`src/verilog/pq_defines.svh`:
```
// packet queue sizes
// buffer count, word widths, buffer depth and length widths

`ifndef PQ_DEFINES_SVH
`define PQ_DEFINES_SVH

// number of packet buffers
`define PQ_N_BUF	2

`define PQ_DATA_W	64
`define PQ_WORD_W	32

// 64-bit words per buffer
`define PQ_DEPTH	32
// processor address, bit 0 picks the half word
`define PQ_ADDR_W	6
`define PQ_LEN_W	6

`endif

```
`src/verilog/pq_pkg.sv`:
```
// packet queue shared types
// buffer and arbiter states, buffer index

`default_nettype none

`include "pq_defines.svh"

package pq_pkg;

	// life of one packet buffer
	typedef enum logic [1:0] {
		BUF_EMPTY = 2'd0,
		BUF_FILL  = 2'd1,
		BUF_PROC  = 2'd2,
		BUF_DRAIN = 2'd3
	} buf_state_t;

	typedef enum logic {
		ARB_SCAN = 1'b0,
		ARB_PROC = 1'b1
	} arb_state_t;

	typedef logic [$clog2(`PQ_N_BUF)-1:0] buf_idx_t;

endpackage

`default_nettype wire

```
`src/verilog/in_steer.sv`:
```
// input steering
// puts an arriving packet into an empty buffer, answers in_req/in_ack

`timescale 1ns/1ps
`default_nettype none

`include "pq_defines.svh"

module in_steer
	import pq_pkg::*;
(
	input  logic			clk,
	input  logic			reset,
	input  logic			in_req,
	input  logic			in_wr,
	input  logic [`PQ_N_BUF-1:0]	empty,
	output logic			in_ack,
	output logic [`PQ_N_BUF-1:0]	fill_start,
	output logic [`PQ_N_BUF-1:0]	fill_wr,
	output logic [`PQ_N_BUF-1:0]	fill_end
);

	logic active;
	logic start;
	buf_idx_t sel;
	buf_idx_t pick;

	// lowest-numbered empty buffer
	always_comb begin
		pick = '0;
		for (int i = `PQ_N_BUF - 1; i >= 0; i--) begin
			if (empty[i]) begin
				pick = buf_idx_t'(i);
			end
		end
	end

	assign start = !active && in_req && (|empty);
	assign in_ack = active && in_req;

	always_ff @(posedge clk) begin
		if (reset) begin
			active <= 1'b0;
			sel <= '0;
		end else if (start) begin
			active <= 1'b1;
			sel <= pick;
		end else if (active && !in_req) begin
			// packet closed
			active <= 1'b0;
		end
	end

	always_comb begin
		for (int i = 0; i < `PQ_N_BUF; i++) begin
			fill_start[i] = start && (pick == buf_idx_t'(i));
			fill_wr[i] = in_ack && in_wr && (sel == buf_idx_t'(i));
			fill_end[i] = active && !in_req && (sel == buf_idx_t'(i));
		end
	end

endmodule

`default_nettype wire

```
`config.mk`:
```
export PLATFORM = sky130hd
export DESIGN_NAME = in_steer
export DESIGN_NICKNAME = d
export VERILOG_FILES = /design/src/verilog/pq_pkg.sv /design/src/verilog/in_steer.sv
export VERILOG_INCLUDE_DIRS = /design/src /design/src/verilog
export SDC_FILE = /design/constraint.sdc
export NUM_CORES = 1
export LEC_CHECK = 0
export ABC_AREA = 1
export BUFFER_PORTS_ARGS = -buffer_cell sky130_fd_sc_hd__buf_2
export CELL_PAD_IN_SITES_DETAIL_PLACEMENT = 1
export CELL_PAD_IN_SITES_GLOBAL_PLACEMENT = 2
export CORE_AREA = 2 2 39 41
export DETAILED_ROUTE_END_ITERATION = 7
export DIE_AREA = 0 0 41 43
export PLACE_DENSITY_LB_ADDON = 0.1
export SYNTH_ARGS = -nofsm -noshare
export SYNTH_HDL_FRONTEND = slang
export SYNTH_SLANG_ARGS = --single-unit
```
`constraint.sdc`:
```
create_clock -name clk -period 0.8 [get_ports clk]
set_input_delay 0.16 -clock clk [delete_from_list [all_inputs] [get_ports clk]]
set_output_delay 0.16 -clock clk [all_outputs]
set_load 0.05 [all_outputs]
```
==> impl_table.tex, run 1 <==
\begin{tabular}{lr}
\hline
Metric & Value \\
\hline
\multicolumn{2}{l}{\textbf{Clocking}} \\
\quad Sinks on the clock net & 2 \\
\quad \# hold bufs at CTS & 0 \\
\quad CTS tree & built \\
\quad Clock slew at the register clock pins of the worst setup and hold paths & 30 ps \\
\quad Buffers inserted during post-CTS setup optimization & 0 \\
\quad Max clock buf depth & 2 \\
\quad Master cell of the clock root buffer & clkbuf\_4 \\
\quad Number of H-tree levels & 1 \\
\quad Clock latency of the later-clocked register in the worst-skew pair & 220 ps \\
\quad Total CTS buffers & 3 \\
\multicolumn{2}{l}{\textbf{Floorplanning}} \\
\quad Die area & between 0.0015 and 0.002 sq mm \\
\quad Chip Width & 41 um \\
\quad Height of the die & 43 um \\
\quad Count of pins on the block boundary & 13 \\
\quad Initial core utilization & 0.0931 \\
\quad Placeable Area & 0.00138 sq mm \\
\quad Rows & 14 \\
\multicolumn{2}{l}{\textbf{Finish}} \\
\quad Number of inserted diodes & 0 \\
\quad Number of cells in the finished layout apart from fillers & 61 \\
\quad Seq. cell area & 41.3 sq um \\
\quad Layout Utilization & 0.303 \\
\quad Commonest cells after routing, fill and taps aside & 6 x buf\_4, 5 x nor2\_4, 5 x buf\_2 \\
\quad Most frequent standard cell in the layout excluding fill and tap cells & buf\_4 \\
\quad Share of post-route cells with drive strength above 1 & 0.778 \\
\quad Growth of design area from synthesis to finish & 225\% \\
\quad Multi-input gate area in the final layout & 141 sq um \\
\quad Number of inserted filler cells in the final layout & approximately 170 \\
\quad Post-layout net count & 53 \\
\multicolumn{2}{l}{\textbf{Placed design}} \\
\quad HPWL after DPL & 465 um \\
\quad Placed Cells incl. Taps & slightly below 60 \\
\quad Setup WS pre-CTS & -335 ps \\
\quad Count of input and output buffers & 12 \\
\quad Routability congestion estimate & 0.598 \\
\multicolumn{2}{l}{\textbf{Run status}} \\
\quad Run status & finished with violations \\
\quad Failing checks & negative setup slack \\
\multicolumn{2}{l}{\textbf{STA}} \\
\quad Final Hold Fails & 0 \\
\quad Worst slew margin & 0.867 \\
\quad Setup repair after global routing missed its margin & yes \\
\quad Tightest Pin Transition & 200 ps \\
\quad Clock period minus worst slack & approximately 1300 ps \\
\quad Highest clock frequency the design can meet & 0.800 GHz \\
\quad Worst-case setup margin in the final layout & -450 ps \\
\quad Final count of pins violating max slew & 0 \\
\quad Setup-violating endpoint count in the final report & 8 \\
\quad Clock skew after layout & 1.14 ps \\
\quad Final period util & 1.56 \\
\multicolumn{2}{l}{\textbf{Synthesis}} \\
\quad Top-area cell type share of the netlist area & 0.311 \\
\quad Cells taking the most area after synthesis & dfxtp\_1 31\%, nor2\_1 20\%, inv\_1 15\% \\
\quad Synthesized area per cell & roughly 5.4 sq um \\
\quad Post-synth cell types & 8 \\
\quad Number of synthesis warnings & 0 \\
\quad Post-synthesis instance area & $\sim$130 sq um \\
\quad Number of register bits inferred by synthesis & 2 \\
\quad Top cell type by total area after synthesis & dfxtp\_1 \\
\quad Synthesized net count & 30 \\
\quad Post-synthesis instance total & 24 \\
\quad Proportion of synthesized chip area in sequential cells & 0.311 \\
\multicolumn{2}{l}{\textbf{Route}} \\
\quad DRC Markers & 0 \\
\quad Iteration count of the initial detailed-routing pass & 2 \\
\quad Initial drt markers & 1 \\
\quad Post-route antenna net violation count & 0 \\
\quad Routed length per placed instance & 8.23 um \\
\quad Final WL & 502 um \\
\quad Via density per instance & between 3 and 4 \\
\quad Via count & between 200 and 250 \\
\multicolumn{2}{l}{\textbf{GRT}} \\
\quad Largest net degree at the start of global routing & 4 \\
\quad Congestion Overflow GR & 0 \\
\quad Initial antenna violation count & 0 \\
\quad Via count of the first global-routing pass & 241 \\
\quad First-pass GRT wire length & between 800 and 900 um \\
\quad GRT Resource Usage Total & 0.0782 \\
\multicolumn{2}{l}{\textbf{Worst setup path}} \\
\quad Sort of element at the end of the critical path & output port \\
\quad Reg-to-reg endpoint & sel \\
\quad Crit Path Category & reg -> out \\
\quad CP cell instances & inv\_2 -> or2\_4 -> nor2\_4 -> buf\_8 \\
\quad Data required, critical path & 640 ps \\
\quad Setup slack on the worst flop-to-flop path & -110 ps \\
\quad Crit path max fanout & 3 \\
\quad Worst path arrival time & 1090 ps \\
\quad Startpoint types & flop \\
\quad Slowest CP cell & dfxtp\_2 \\
\quad Delay of the slowest critical-path stage & around 330 ps \\
\quad Cell count of the worst reg-to-reg path & 7 \\
\quad Critical R2R Launch & active \\
\multicolumn{2}{l}{\textbf{Power}} \\
\quad Sequential fraction of design power & 0.218 \\
\quad Leakage power & 0.187 nW \\
\quad Switching share of power & 0.314 \\
\quad Part of the power in the clock network & 0.426 \\
\quad Worst supply voltage drop on vdd & about 0.38 mV \\
\quad Internal power consumption & 0.349 mW \\
\quad Part of the total power dissipated in combinational logic & 0.356 \\
\quad Power per cell area & 1210 mW/mm\^{}2 \\
\quad Switching power & 0.159 mW \\
\multicolumn{2}{l}{\textbf{Hold path}} \\
\quad Worst min-delay path category & in -> reg \\
\quad Start point of the worst hold path & reset \\
\quad Endpoint, Worst Hold & active \\
\quad Hold-critical path depth & 4 \\
\multicolumn{2}{l}{\textbf{Flow run}} \\
\quad Max cap viols & 0 \\
\hline
\end{tabular}
Yosys cell counts:
library cell and number:
dfxtp_1 2, nand2_1 5, nand3_1 2, or2_1 1
inv_1 5, nor2_1 7, a21oi_1 1, inv_2 1
metrics by stage:
| stage | total power, mW | cell area (sq um) | TNS, ps | hold WS [ps] |
|---|---|---|---|---|
| 4_1_cts | 0.522 | 408 | -2950 | 170 |
| 3_5_place_dp | 0.267 | 323 | -1880 | 405 |
| 3_3_place_gp | 0.263 | 323 | -1740 | 407 |
| 6_report | 0.508 | 419 | -2740 | 175 |
| 5_1_grt | 0.543 | 419 | -3150 | 199 |
| 2_1_floorplan | 0.204 | 198 | -1330 | 275 |
worst max-delay path by stage:
stage	startpoint	endpoint	slack, ps
finish	active	fill_end[0]	-450
global route	active	fill_end[0]	-490
CTS	active	fill_end[1]	-490
detailed placement	active	fill_end[0]	-340
global placement	active	fill_end[0]	-320
floorplan	active	fill_wr[0]	-340
sequential cells by signal (all words and copies together) (netlist names):
signal	count
active	1
sel	1
power groups by stage:
stage	clock network [mW]	registers (mW)	logic, mW
3_5_place_dp	0	0.112	0.154
6_report	0.216	0.111	0.181
3_3_place_gp	0	0.112	0.151
4_1_cts	0.230	0.111	0.181
2_1_floorplan	0	0.115	0.0886
5_1_grt	0.237	0.112	0.195
critical path: cells and delay by family, from the launching register on:
family / cells / cell delay (ps)
simple gates: 2 / 340
flops: 1 / 330
buf+inv: 2 / 200
cell families after synthesis:
kind of cell | synth area share
buf+inv | 0.175
flops | 0.311
compound gates | 0.0388
simple gates | 0.476
layer usage:
| metal | global-route usage | vias up | wire length (um) |
|---|---|---|---|
| li1 | - | 113 | - |
| met1 | 0.0673 | 93 | 182 |
| met3 | 0.0314 | 0 | 23 |
| met4 | 0.0800 | 0 | 0 |
| met2 | 0.122 | 8 | 297 |
| met5 | 0 | - | 0 |
cell type report:
class                           instances  area share
Sequential cell                         2      0.0985
Multi-Input combinational cell         16       0.337
Inverter                                6      0.0716
Timing Repair Buffer                   18       0.391
Tap cell                               16      0.0478
Clock buffer                            3      0.0537
repair_timing:
action	4_1_cts	5_1_grt
resized for setup	17	3
pin swaps	5	1
setup endpoints to repair	8	8
gates cloned	0	0
(Power assumes the default switching activity.)
==> run 2, diff against run 1 <==
--- a/config.mk
+++ b/config.mk
@@ -6,14 +6,14 @@
 export SDC_FILE = /design/constraint.sdc
 export NUM_CORES = 1
 export LEC_CHECK = 0
-export ABC_AREA = 1
 export BUFFER_PORTS_ARGS = -buffer_cell sky130_fd_sc_hd__buf_2
 export CELL_PAD_IN_SITES_DETAIL_PLACEMENT = 1
 export CELL_PAD_IN_SITES_GLOBAL_PLACEMENT = 2
 export CORE_AREA = 2 2 39 41
+export CTS_BUF_LIST = sky130_fd_sc_hd__clkbuf_2
 export DETAILED_ROUTE_END_ITERATION = 7
 export DIE_AREA = 0 0 41 43
-export PLACE_DENSITY_LB_ADDON = 0.1
+export PLACE_DENSITY = 0.57
 export SYNTH_ARGS = -nofsm -noshare
 export SYNTH_HDL_FRONTEND = slang
 export SYNTH_SLANG_ARGS = --single-unit
==> run 2 against run 1 <==
- the run still ends with negative setup slack left
- non-clock buffer count decreased by 1
- utilization decreased by 2.0 points
- via count fell by 5.6%
- final cell count fell by 13%
- highest routed layer unchanged
- power fell by 14%
- setup slack better by 5.1 ps
- largest power group is now combinational logic
- clock-buffer cell count stayed put
- global-route usage fell by 0.32 points
- wire length up 12%
- fmax up 0.41%
- critical path depth fell by 1
==> impl_table.tex, run 2 <==
\begin{tabular}{lr}
\hline
Metric & Value \\
\hline
\multicolumn{2}{l}{\textbf{Clocking}} \\
\quad \# hold bufs at CTS & 0 (unchanged) \\
\quad Max clock buf depth & 2 (unchanged) \\
\quad Number of H-tree levels & 1 (unchanged) \\
\quad CTS tree & built \\
\quad Clock latency of the later-clocked register in the worst-skew pair & 190 ps (-30 ps) \\
\quad Clock slew at the register clock pins of the worst setup and hold paths & 30 ps (about the same) \\
\quad Master cell of the clock root buffer & clkbuf\_2 \\
\quad Total CTS buffers & 3 (unchanged) \\
\quad Sinks on the clock net & 2 (unchanged) \\
\multicolumn{2}{l}{\textbf{Synthesis}} \\
\quad Post-synthesis instance total & 17 (-29\%) \\
\quad Number of enable flip-flop cells after synthesis & 0 (unchanged) \\
\quad Synthesized area per cell & 7.36 sq um (+37\%) \\
\quad Fraction of registers with async set or reset after synthesis & 0 (unchanged) \\
\quad Most instantiated flip-flop cell in the synthesis netlist & dfxtp\_1 \\
\quad Most frequent cell after synthesis & nor2\_1 \\
\quad Post-synthesis instance area & 125 sq um (-2.9\%) \\
\quad Cells taking the most area after synthesis & dfxtp\_1 32\%, nor2\_1 15\%, a211oi\_2 10\% \\
\quad Top-area cell type share of the netlist area & 0.320 (+0.00932) \\
\quad Top cell type by total area after synthesis & dfxtp\_1 \\
\quad Synthesized net count & 23 (-23\%) \\
\quad Number of synthesis warnings & 0 (unchanged) \\
\quad Number of register bits inferred by synthesis & 2 (unchanged) \\
\quad Proportion of synthesized chip area in sequential cells & 0.320 (+0.00932) \\
\quad Post-synth cell types & 11 (+3) \\
\quad Most frequent cells after synthesis & 5 x nor2\_1, 2 x dfxtp\_1, 2 x nand2\_1 \\
\multicolumn{2}{l}{\textbf{Placed design}} \\
\quad Count of input and output buffers & 12 (unchanged) \\
\quad Routability congestion estimate & 0.522 (-13\%) \\
\quad Setup WS pre-CTS & -352 ps (-16.3 ps) \\
\multicolumn{2}{l}{\textbf{STA}} \\
\quad Final Hold Fails & 0 (unchanged) \\
\quad Worst-case setup margin in the final layout & -445 ps (+5.12 ps) \\
\quad Final period util & 1.56 (-0.00639) \\
\quad Hold\_ws & 156 ps (-18.9 ps) \\
\quad Worst slew margin & 0.869 (+0.00258) \\
\quad Final count of pins violating max slew & 0 (unchanged) \\
\quad Clock period minus worst slack & 1240 ps (-5.11 ps) \\
\quad Clock skew after layout & 1.85 ps (+0.713 ps) \\
\quad Setup-violating endpoint count in the final report & 8 (unchanged) \\
\quad Setup repair after global routing missed its margin & yes \\
\quad Tightest Pin Transition & 196 ps (-4.13 ps) \\
\quad Highest clock frequency the design can meet & 0.803 GHz (+0.41\%) \\
\multicolumn{2}{l}{\textbf{GRT}} \\
\quad Congestion Overflow GR & 0 (unchanged) \\
\quad First-pass GRT wire length & 834 um (-4.8\%) \\
\quad Largest net degree at the start of global routing & 7 (+3) \\
\quad Via count of the first global-routing pass & 215 (-11\%) \\
\quad GRT Resource Usage Total & 0.0750 (-0.00323) \\
\quad Initial antenna violation count & 0 (unchanged) \\
\multicolumn{2}{l}{\textbf{Worst setup path}} \\
\quad Crit path buffers/inverters & 1 (-1) \\
\quad Crit Path Category & reg -> out \\
\quad Delay of the slowest critical-path stage & 350 ps (+20 ps) \\
\quad Slowest CP cell & dfxtp\_4 \\
\quad Crit path max fanout & 5 (+2) \\
\quad Worst path arrival time & 1080 ps (about the same) \\
\quad Number of gates on the worst path with buffers counted & 3 (-1) \\
\quad Sort of element at the end of the critical path & output port \\
\quad Setup slack on the worst flop-to-flop path & -160 ps (-50 ps) \\
\quad Cell count of the worst reg-to-reg path & 3 (-4) \\
\quad Data required, critical path & 640 ps (about the same) \\
\quad CP cell instances & or2b\_4 -> nor2\_4 -> buf\_8 \\
\quad Startpoint types & flop \\
\quad Cell family with the largest share of critical-path delay & simple AND/OR/NAND/NOR gates \\
\multicolumn{2}{l}{\textbf{Finish}} \\
\quad Largest registers & active: 1 flops, sel: 1 flops \\
\quad Number of inserted diodes & 0 (unchanged) \\
\quad Growth of design area from synthesis to finish & 213\% \\
\quad Commonest cells after routing, fill and taps aside & 7 x buf\_8, 5 x nor2\_4, 5 x buf\_2 \\
\quad Most frequent standard cell in the layout excluding fill and tap cells & buf\_8 \\
\quad Post-layout net count & 45 (-15\%) \\
\quad Share of post-route cells with drive strength above 1 & 0.838 (+0.0601) \\
\multicolumn{2}{l}{\textbf{Floorplanning}} \\
\quad Rows & 14 (unchanged) \\
\quad Chip Width & 41 um (unchanged) \\
\quad Initial core utilization & 0.0904 (-0.00271) \\
\quad Die area & 0.00176 sq mm (unchanged) \\
\quad Count of pins on the block boundary & 13 (unchanged) \\
\quad Height of the die & 43 um (unchanged) \\
\quad Placeable Area & 0.00138 sq mm (unchanged) \\
\multicolumn{2}{l}{\textbf{Hold path}} \\
\quad Hold-critical path depth & 2 (-2) \\
\quad Worst min-delay path category & in -> reg \\
\multicolumn{2}{l}{\textbf{Route}} \\
\quad Post-route antenna net violation count & 0 (unchanged) \\
\quad Via density per instance & 3.81 (+8.6\%) \\
\quad Initial drt markers & 0 (-1) \\
\quad DRC Markers & 0 (unchanged) \\
\quad Final WL & 561 um (+12\%) \\
\quad Via count & 202 (-5.6\%) \\
\quad Routed length per placed instance & 10.6 um (+29\%) \\
\quad Iteration count of the initial detailed-routing pass & 1 (-1) \\
\multicolumn{2}{l}{\textbf{Power}} \\
\quad Worst supply voltage drop on vdd & 0.463 mV (+23\%) \\
\quad Power per cell area & 1110 mW/mm\^{}2 (-8.1\%) \\
\quad Leakage power & 0.174 nW (-7.3\%) \\
\multicolumn{2}{l}{\textbf{Run status}} \\
\quad Failing checks & negative setup slack \\
\quad Run status & finished with violations \\
\multicolumn{2}{l}{\textbf{Flow run}} \\
\quad Max cap viols & 0 (unchanged) \\
\hline
\end{tabular}
==> run 2: cell count changes in the layout (fill, tap and decap cells not counted), sizes merged, moves of 2 or more <==
cell,before,now
inv,4,1
nor2,7,5
nand3,2,0
nand2,5,2
clkinvlp,2,0
==> run 2: worst paths after layout <==
| path | from | endpoint |
|---|---|---|
| setup / recovery | active | fill_wr[0] |
| hold / removal | reset | sel |
| setup reg to reg | active | sel |
| hold reg to reg | sel | sel |
==> run 2: metal layers <==
layer / wire length (um) / track usage / part of all wire / up-vias
met5: 0 / 0 / 0 / -
met1: 177 / 0.0698 / 0.32 / 93
li1: - / - / - / 96
met3: 57 / 0.0366 / 0.10 / 0
met4: 0 / 0.0600 / 0 / 0
met2: 326 / 0.116 / 0.58 / 13
==> run 2: kinds of logic after synthesis <==
logic type,count (synthesis),share of synthesized area
buffers and inverters,1,0.0300
AND/OR/NAND/NOR,13,0.550
flip-flops,2,0.320
AO/OA/AOI/OAI,1,0.100
==> run 2: final cells by class <==
cell class              count  area, sq um
flip-flops and latches      2         43.8
inverters                   1         3.75
fillers                   157          992
multi-input cells          14          134
well taps                  16         20.0
clock buffers               3         15.0
repair buffers             17          175
==> run 2: worst register-to-register path: cells and delay by family, from the launching register on <==
kind,cells,cell delay [ps]
AOI/OAI and AO/OA,1,150
buffers and inverters,1,170
DFF,1,340
and+or+nand+nor,1,210
==> run 2: stage by stage <==
stage               area [sq um]  utilization  TNS, ps  power, mW  cells
floorplan                    170            -    -1050      0.191     17
global placement             280        0.203    -1850      0.240     49
detailed placement           280        0.203    -2080      0.246     49
CTS                          377        0.272    -3060      0.447     53
finish                       392        0.283    -2960      0.437     53
global route                 392        0.283    -3390      0.471     53
==> run 2: repair_timing <==
action                     CTS  global route
pin swaps                    2             2
setup endpoints to repair    8             8
setup buffers                3             2
gates resized for setup     23             6
==> run 2: power breakdown <==
group | total (mW) | leakage (nW) | switching [mW] | internal [mW]
Sequential | 0.112 | 0.0171 | 0.00698 | 0.105
Clock | 0.155 | 0.0125 | 0.0558 | 0.0993
Combinational | 0.169 | 0.144 | 0.0901 | 0.0788
Total | 0.437 | 0.174 | 0.153 | 0.284
==> run 3, diff against run 2 <==
--- a/config.mk
+++ b/config.mk
@@ -6,6 +6,7 @@
 export SDC_FILE = /design/constraint.sdc
 export NUM_CORES = 1
 export LEC_CHECK = 0
+export ABC_AREA = 1
 export BUFFER_PORTS_ARGS = -buffer_cell sky130_fd_sc_hd__buf_2
 export CELL_PAD_IN_SITES_DETAIL_PLACEMENT = 1
 export CELL_PAD_IN_SITES_GLOBAL_PLACEMENT = 2
@@ -13,7 +14,7 @@
 export CTS_BUF_LIST = sky130_fd_sc_hd__clkbuf_2
 export DETAILED_ROUTE_END_ITERATION = 7
 export DIE_AREA = 0 0 41 43
-export PLACE_DENSITY = 0.57
+export PLACE_DENSITY = 0.62
 export SYNTH_ARGS = -nofsm -noshare
 export SYNTH_HDL_FRONTEND = slang
 export SYNTH_SLANG_ARGS = --single-unit
==> run 3 against run 2 <==
- the flow still finishes with violations (negative setup slack)
- first-iteration DRC count did not move
- critical path depth rose by 1
- global-route usage rose by 0.32 points
- cell area rose by 1.3%
- setup slack improved by 17 ps
- hold slack improved by 61 ps
- via count rose by 5.0%
- clock power fell by 3%
- register-to-register slack improved by 40 ps
- combinational power rose by 2%
- critical path type unchanged
==> impl_table.tex, run 3 (synthesized netlist as in run 1, its figures left out) <==
\begin{tabular}{lr}
\hline
Metric & Value \\
\hline
\multicolumn{2}{l}{\textbf{STA}} \\
\quad Setup repair after global routing missed its margin & yes \\
\quad Final count of pins violating max slew & 0 (unchanged) \\
\quad Final Hold Fails & 0 (unchanged) \\
\quad Clock period minus worst slack & 1230 ps (-17.0 ps) \\
\quad Setup-violating endpoint count in the final report & 8 (unchanged) \\
\quad Highest clock frequency the design can meet & 0.814 GHz (+1.4\%) \\
\quad Hold\_ws & 217 ps (+60.8 ps) \\
\quad Clock skew after layout & 1.64 ps (-0.209 ps) \\
\quad Worst slew margin & 0.870 (about the same) \\
\quad Worst-case setup margin in the final layout & -428 ps (+17.0 ps) \\
\quad Final period util & 1.53 (-0.0212) \\
\quad Tightest Pin Transition & 195 ps (-0.895 ps) \\
\multicolumn{2}{l}{\textbf{Route}} \\
\quad Final WL & 494 um (-12\%) \\
\quad Iteration count of the initial detailed-routing pass & 1 (unchanged) \\
\quad Routed length per placed instance & 8.23 um (-22\%) \\
\quad Initial drt markers & 0 (unchanged) \\
\quad Post-route antenna net violation count & 0 (unchanged) \\
\quad Via density per instance & 3.53 (-7.3\%) \\
\quad Via count & 212 (+5.0\%) \\
\quad DRC Markers & 0 (unchanged) \\
\multicolumn{2}{l}{\textbf{Clocking}} \\
\quad Master cell of the clock root buffer & clkbuf\_2 \\
\quad \# hold bufs at CTS & 0 (unchanged) \\
\quad CTS tree & built \\
\quad Max clock buf depth & 2 (unchanged) \\
\quad Clock slew at the register clock pins of the worst setup and hold paths & 30 ps (about the same) \\
\quad Number of H-tree levels & 1 (unchanged) \\
\quad Sinks on the clock net & 2 (unchanged) \\
\quad Clock latency of the later-clocked register in the worst-skew pair & 190 ps (about the same) \\
\quad Total CTS buffers & 3 (unchanged) \\
\multicolumn{2}{l}{\textbf{Finish}} \\
\quad Commonest cells after routing, fill and taps aside & 5 x nor2\_4, 5 x buf\_2, 5 x buf\_6, 5 x buf\_4 \\
\quad Layout Utilization & 0.287 (+0.00362) \\
\quad Largest registers & active: 1 flops, sel: 1 flops \\
\quad Share of post-route cells with drive strength above 1 & 0.773 (-0.0651) \\
\quad Post-layout net count & 52 (+16\%) \\
\quad Number of inserted diodes & 0 (unchanged) \\
\quad Growth of design area from synthesis to finish & 208\% \\
\quad Number of cells in the finished layout apart from fillers & 60 (+13\%) \\
\multicolumn{2}{l}{\textbf{Run status}} \\
\quad Failing checks & negative setup slack \\
\quad Run status & finished with violations \\
\multicolumn{2}{l}{\textbf{Worst setup path}} \\
\quad Crit Path Category & reg -> out \\
\quad Delay of the slowest critical-path stage & 330 ps (-20 ps) \\
\quad Crit path max fanout & 3 (-2) \\
\quad Sort of element at the end of the critical path & output port \\
\quad Slowest CP cell & dfxtp\_2 \\
\quad Crit path buffers/inverters & 2 (+1) \\
\quad Data required, critical path & 640 ps (about the same) \\
\quad Cell family with the largest share of critical-path delay & simple AND/OR/NAND/NOR gates \\
\quad Worst path arrival time & 1070 ps (about the same) \\
\quad CP cell instances & inv\_2 -> or2\_4 -> nor2\_4 -> buf\_6 \\
\quad Startpoint types & flop \\
\multicolumn{2}{l}{\textbf{GRT}} \\
\quad Largest net degree at the start of global routing & 4 (-3) \\
\quad Initial antenna violation count & 0 (unchanged) \\
\quad GRT Resource Usage Total & 0.0782 (+0.00323) \\
\quad Congestion Overflow GR & 0 (unchanged) \\
\quad First-pass GRT wire length & 800 um (-4.1\%) \\
\quad Via count of the first global-routing pass & 199 (-7.4\%) \\
\multicolumn{2}{l}{\textbf{Floorplanning}} \\
\quad Count of pins on the block boundary & 13 (unchanged) \\
\quad Die area & 0.00176 sq mm (unchanged) \\
\quad Chip Width & 41 um (unchanged) \\
\quad Placeable Area & 0.00138 sq mm (unchanged) \\
\quad Rows & 14 (unchanged) \\
\quad Initial core utilization & 0.0931 (+0.00271) \\
\quad Height of the die & 43 um (unchanged) \\
\multicolumn{2}{l}{\textbf{Placed design}} \\
\quad Count of input and output buffers & 12 (unchanged) \\
\quad Placed Cells incl. Taps & 57 (+16\%) \\
\quad Routability congestion estimate & 0.613 (+17\%) \\
\quad HPWL after DPL & 404 um \\
\multicolumn{2}{l}{\textbf{Flow run}} \\
\quad Max cap viols & 0 (unchanged) \\
\multicolumn{2}{l}{\textbf{Hold path}} \\
\quad Worst min-delay path category & in -> reg \\
\multicolumn{2}{l}{\textbf{Power}} \\
\quad Worst supply voltage drop on vdd & 0.317 mV (-32\%) \\
\quad Leakage power & 0.179 nW (+3.0\%) \\
\quad Sum of internal, switching and leakage power & 0.435 mW (-0.27\%) \\
\quad Power per cell area & 1100 mW/mm\^{}2 (-1.5\%) \\
\hline
\end{tabular}
-- run 3: path summary, 6_finish.rpt --
check | start | to | slack, ps | depth (start not counted)
setup / recovery | active | fill_end[0] | -430 | 4
hold / removal | reset | active | 220 | 4
setup reg to reg | active | sel | -120 | 7
hold reg to reg | active | active | 480 | 2
-- run 3: where the power goes --
part / switching [mW] / internal, mW
Combinational: 0.103 / 0.0704
Sequential: 0.00344 / 0.107
Clock: 0.0520 / 0.0991
Total: 0.159 / 0.277
-- run 3: area by class of cell --
| class | count | area [sq um] |
|---|---|---|
| Fill cell | 171 | 987 |
| Tap cell | 16 | 20.0 |
| Sequential cell | 2 | 41.3 |
| Multi-Input combinational cell | 16 | 141 |
| Timing Repair Buffer | 17 | 149 |
| Clock buffer | 3 | 15.0 |
| Inverter | 6 | 30.0 |
-- run 3: per-stage QoR --
| step | instance area (sq um) | setup slack [ps] | setup TNS [ps] |
|---|---|---|---|
| 2_1_floorplan | 198 | -338 | -1330 |
| 3_5_place_dp | 315 | -323 | -1800 |
| 3_3_place_gp | 315 | -311 | -1770 |
| 4_1_cts | 393 | -446 | -2680 |
| 5_1_grt | 397 | -475 | -2960 |
| 6_report | 397 | -428 | -2530 |
-- run 3: what timing repair did --
item | 4_1_cts | 5_1_grt
setup endpoints to repair | 8 | 8
setup buffers | 0 | 0
pin swaps | 5 | 0
resized for setup | 17 | 1
-- run 3: tightest hold or removal path, cell delays in order --
cell and delay, ps:
buf_2 70, inv_1 40, nand2_1 50, a21oi_1 40
-- run 3: metal layers --
layer	global-route usage	up-vias	share of wire
li1	-	109	-
met1	0.0737	91	0.36
met2	0.0969	12	0.54
met3	0.0314	0	0.091
met4	0.120	0	0
met5	0	-	0
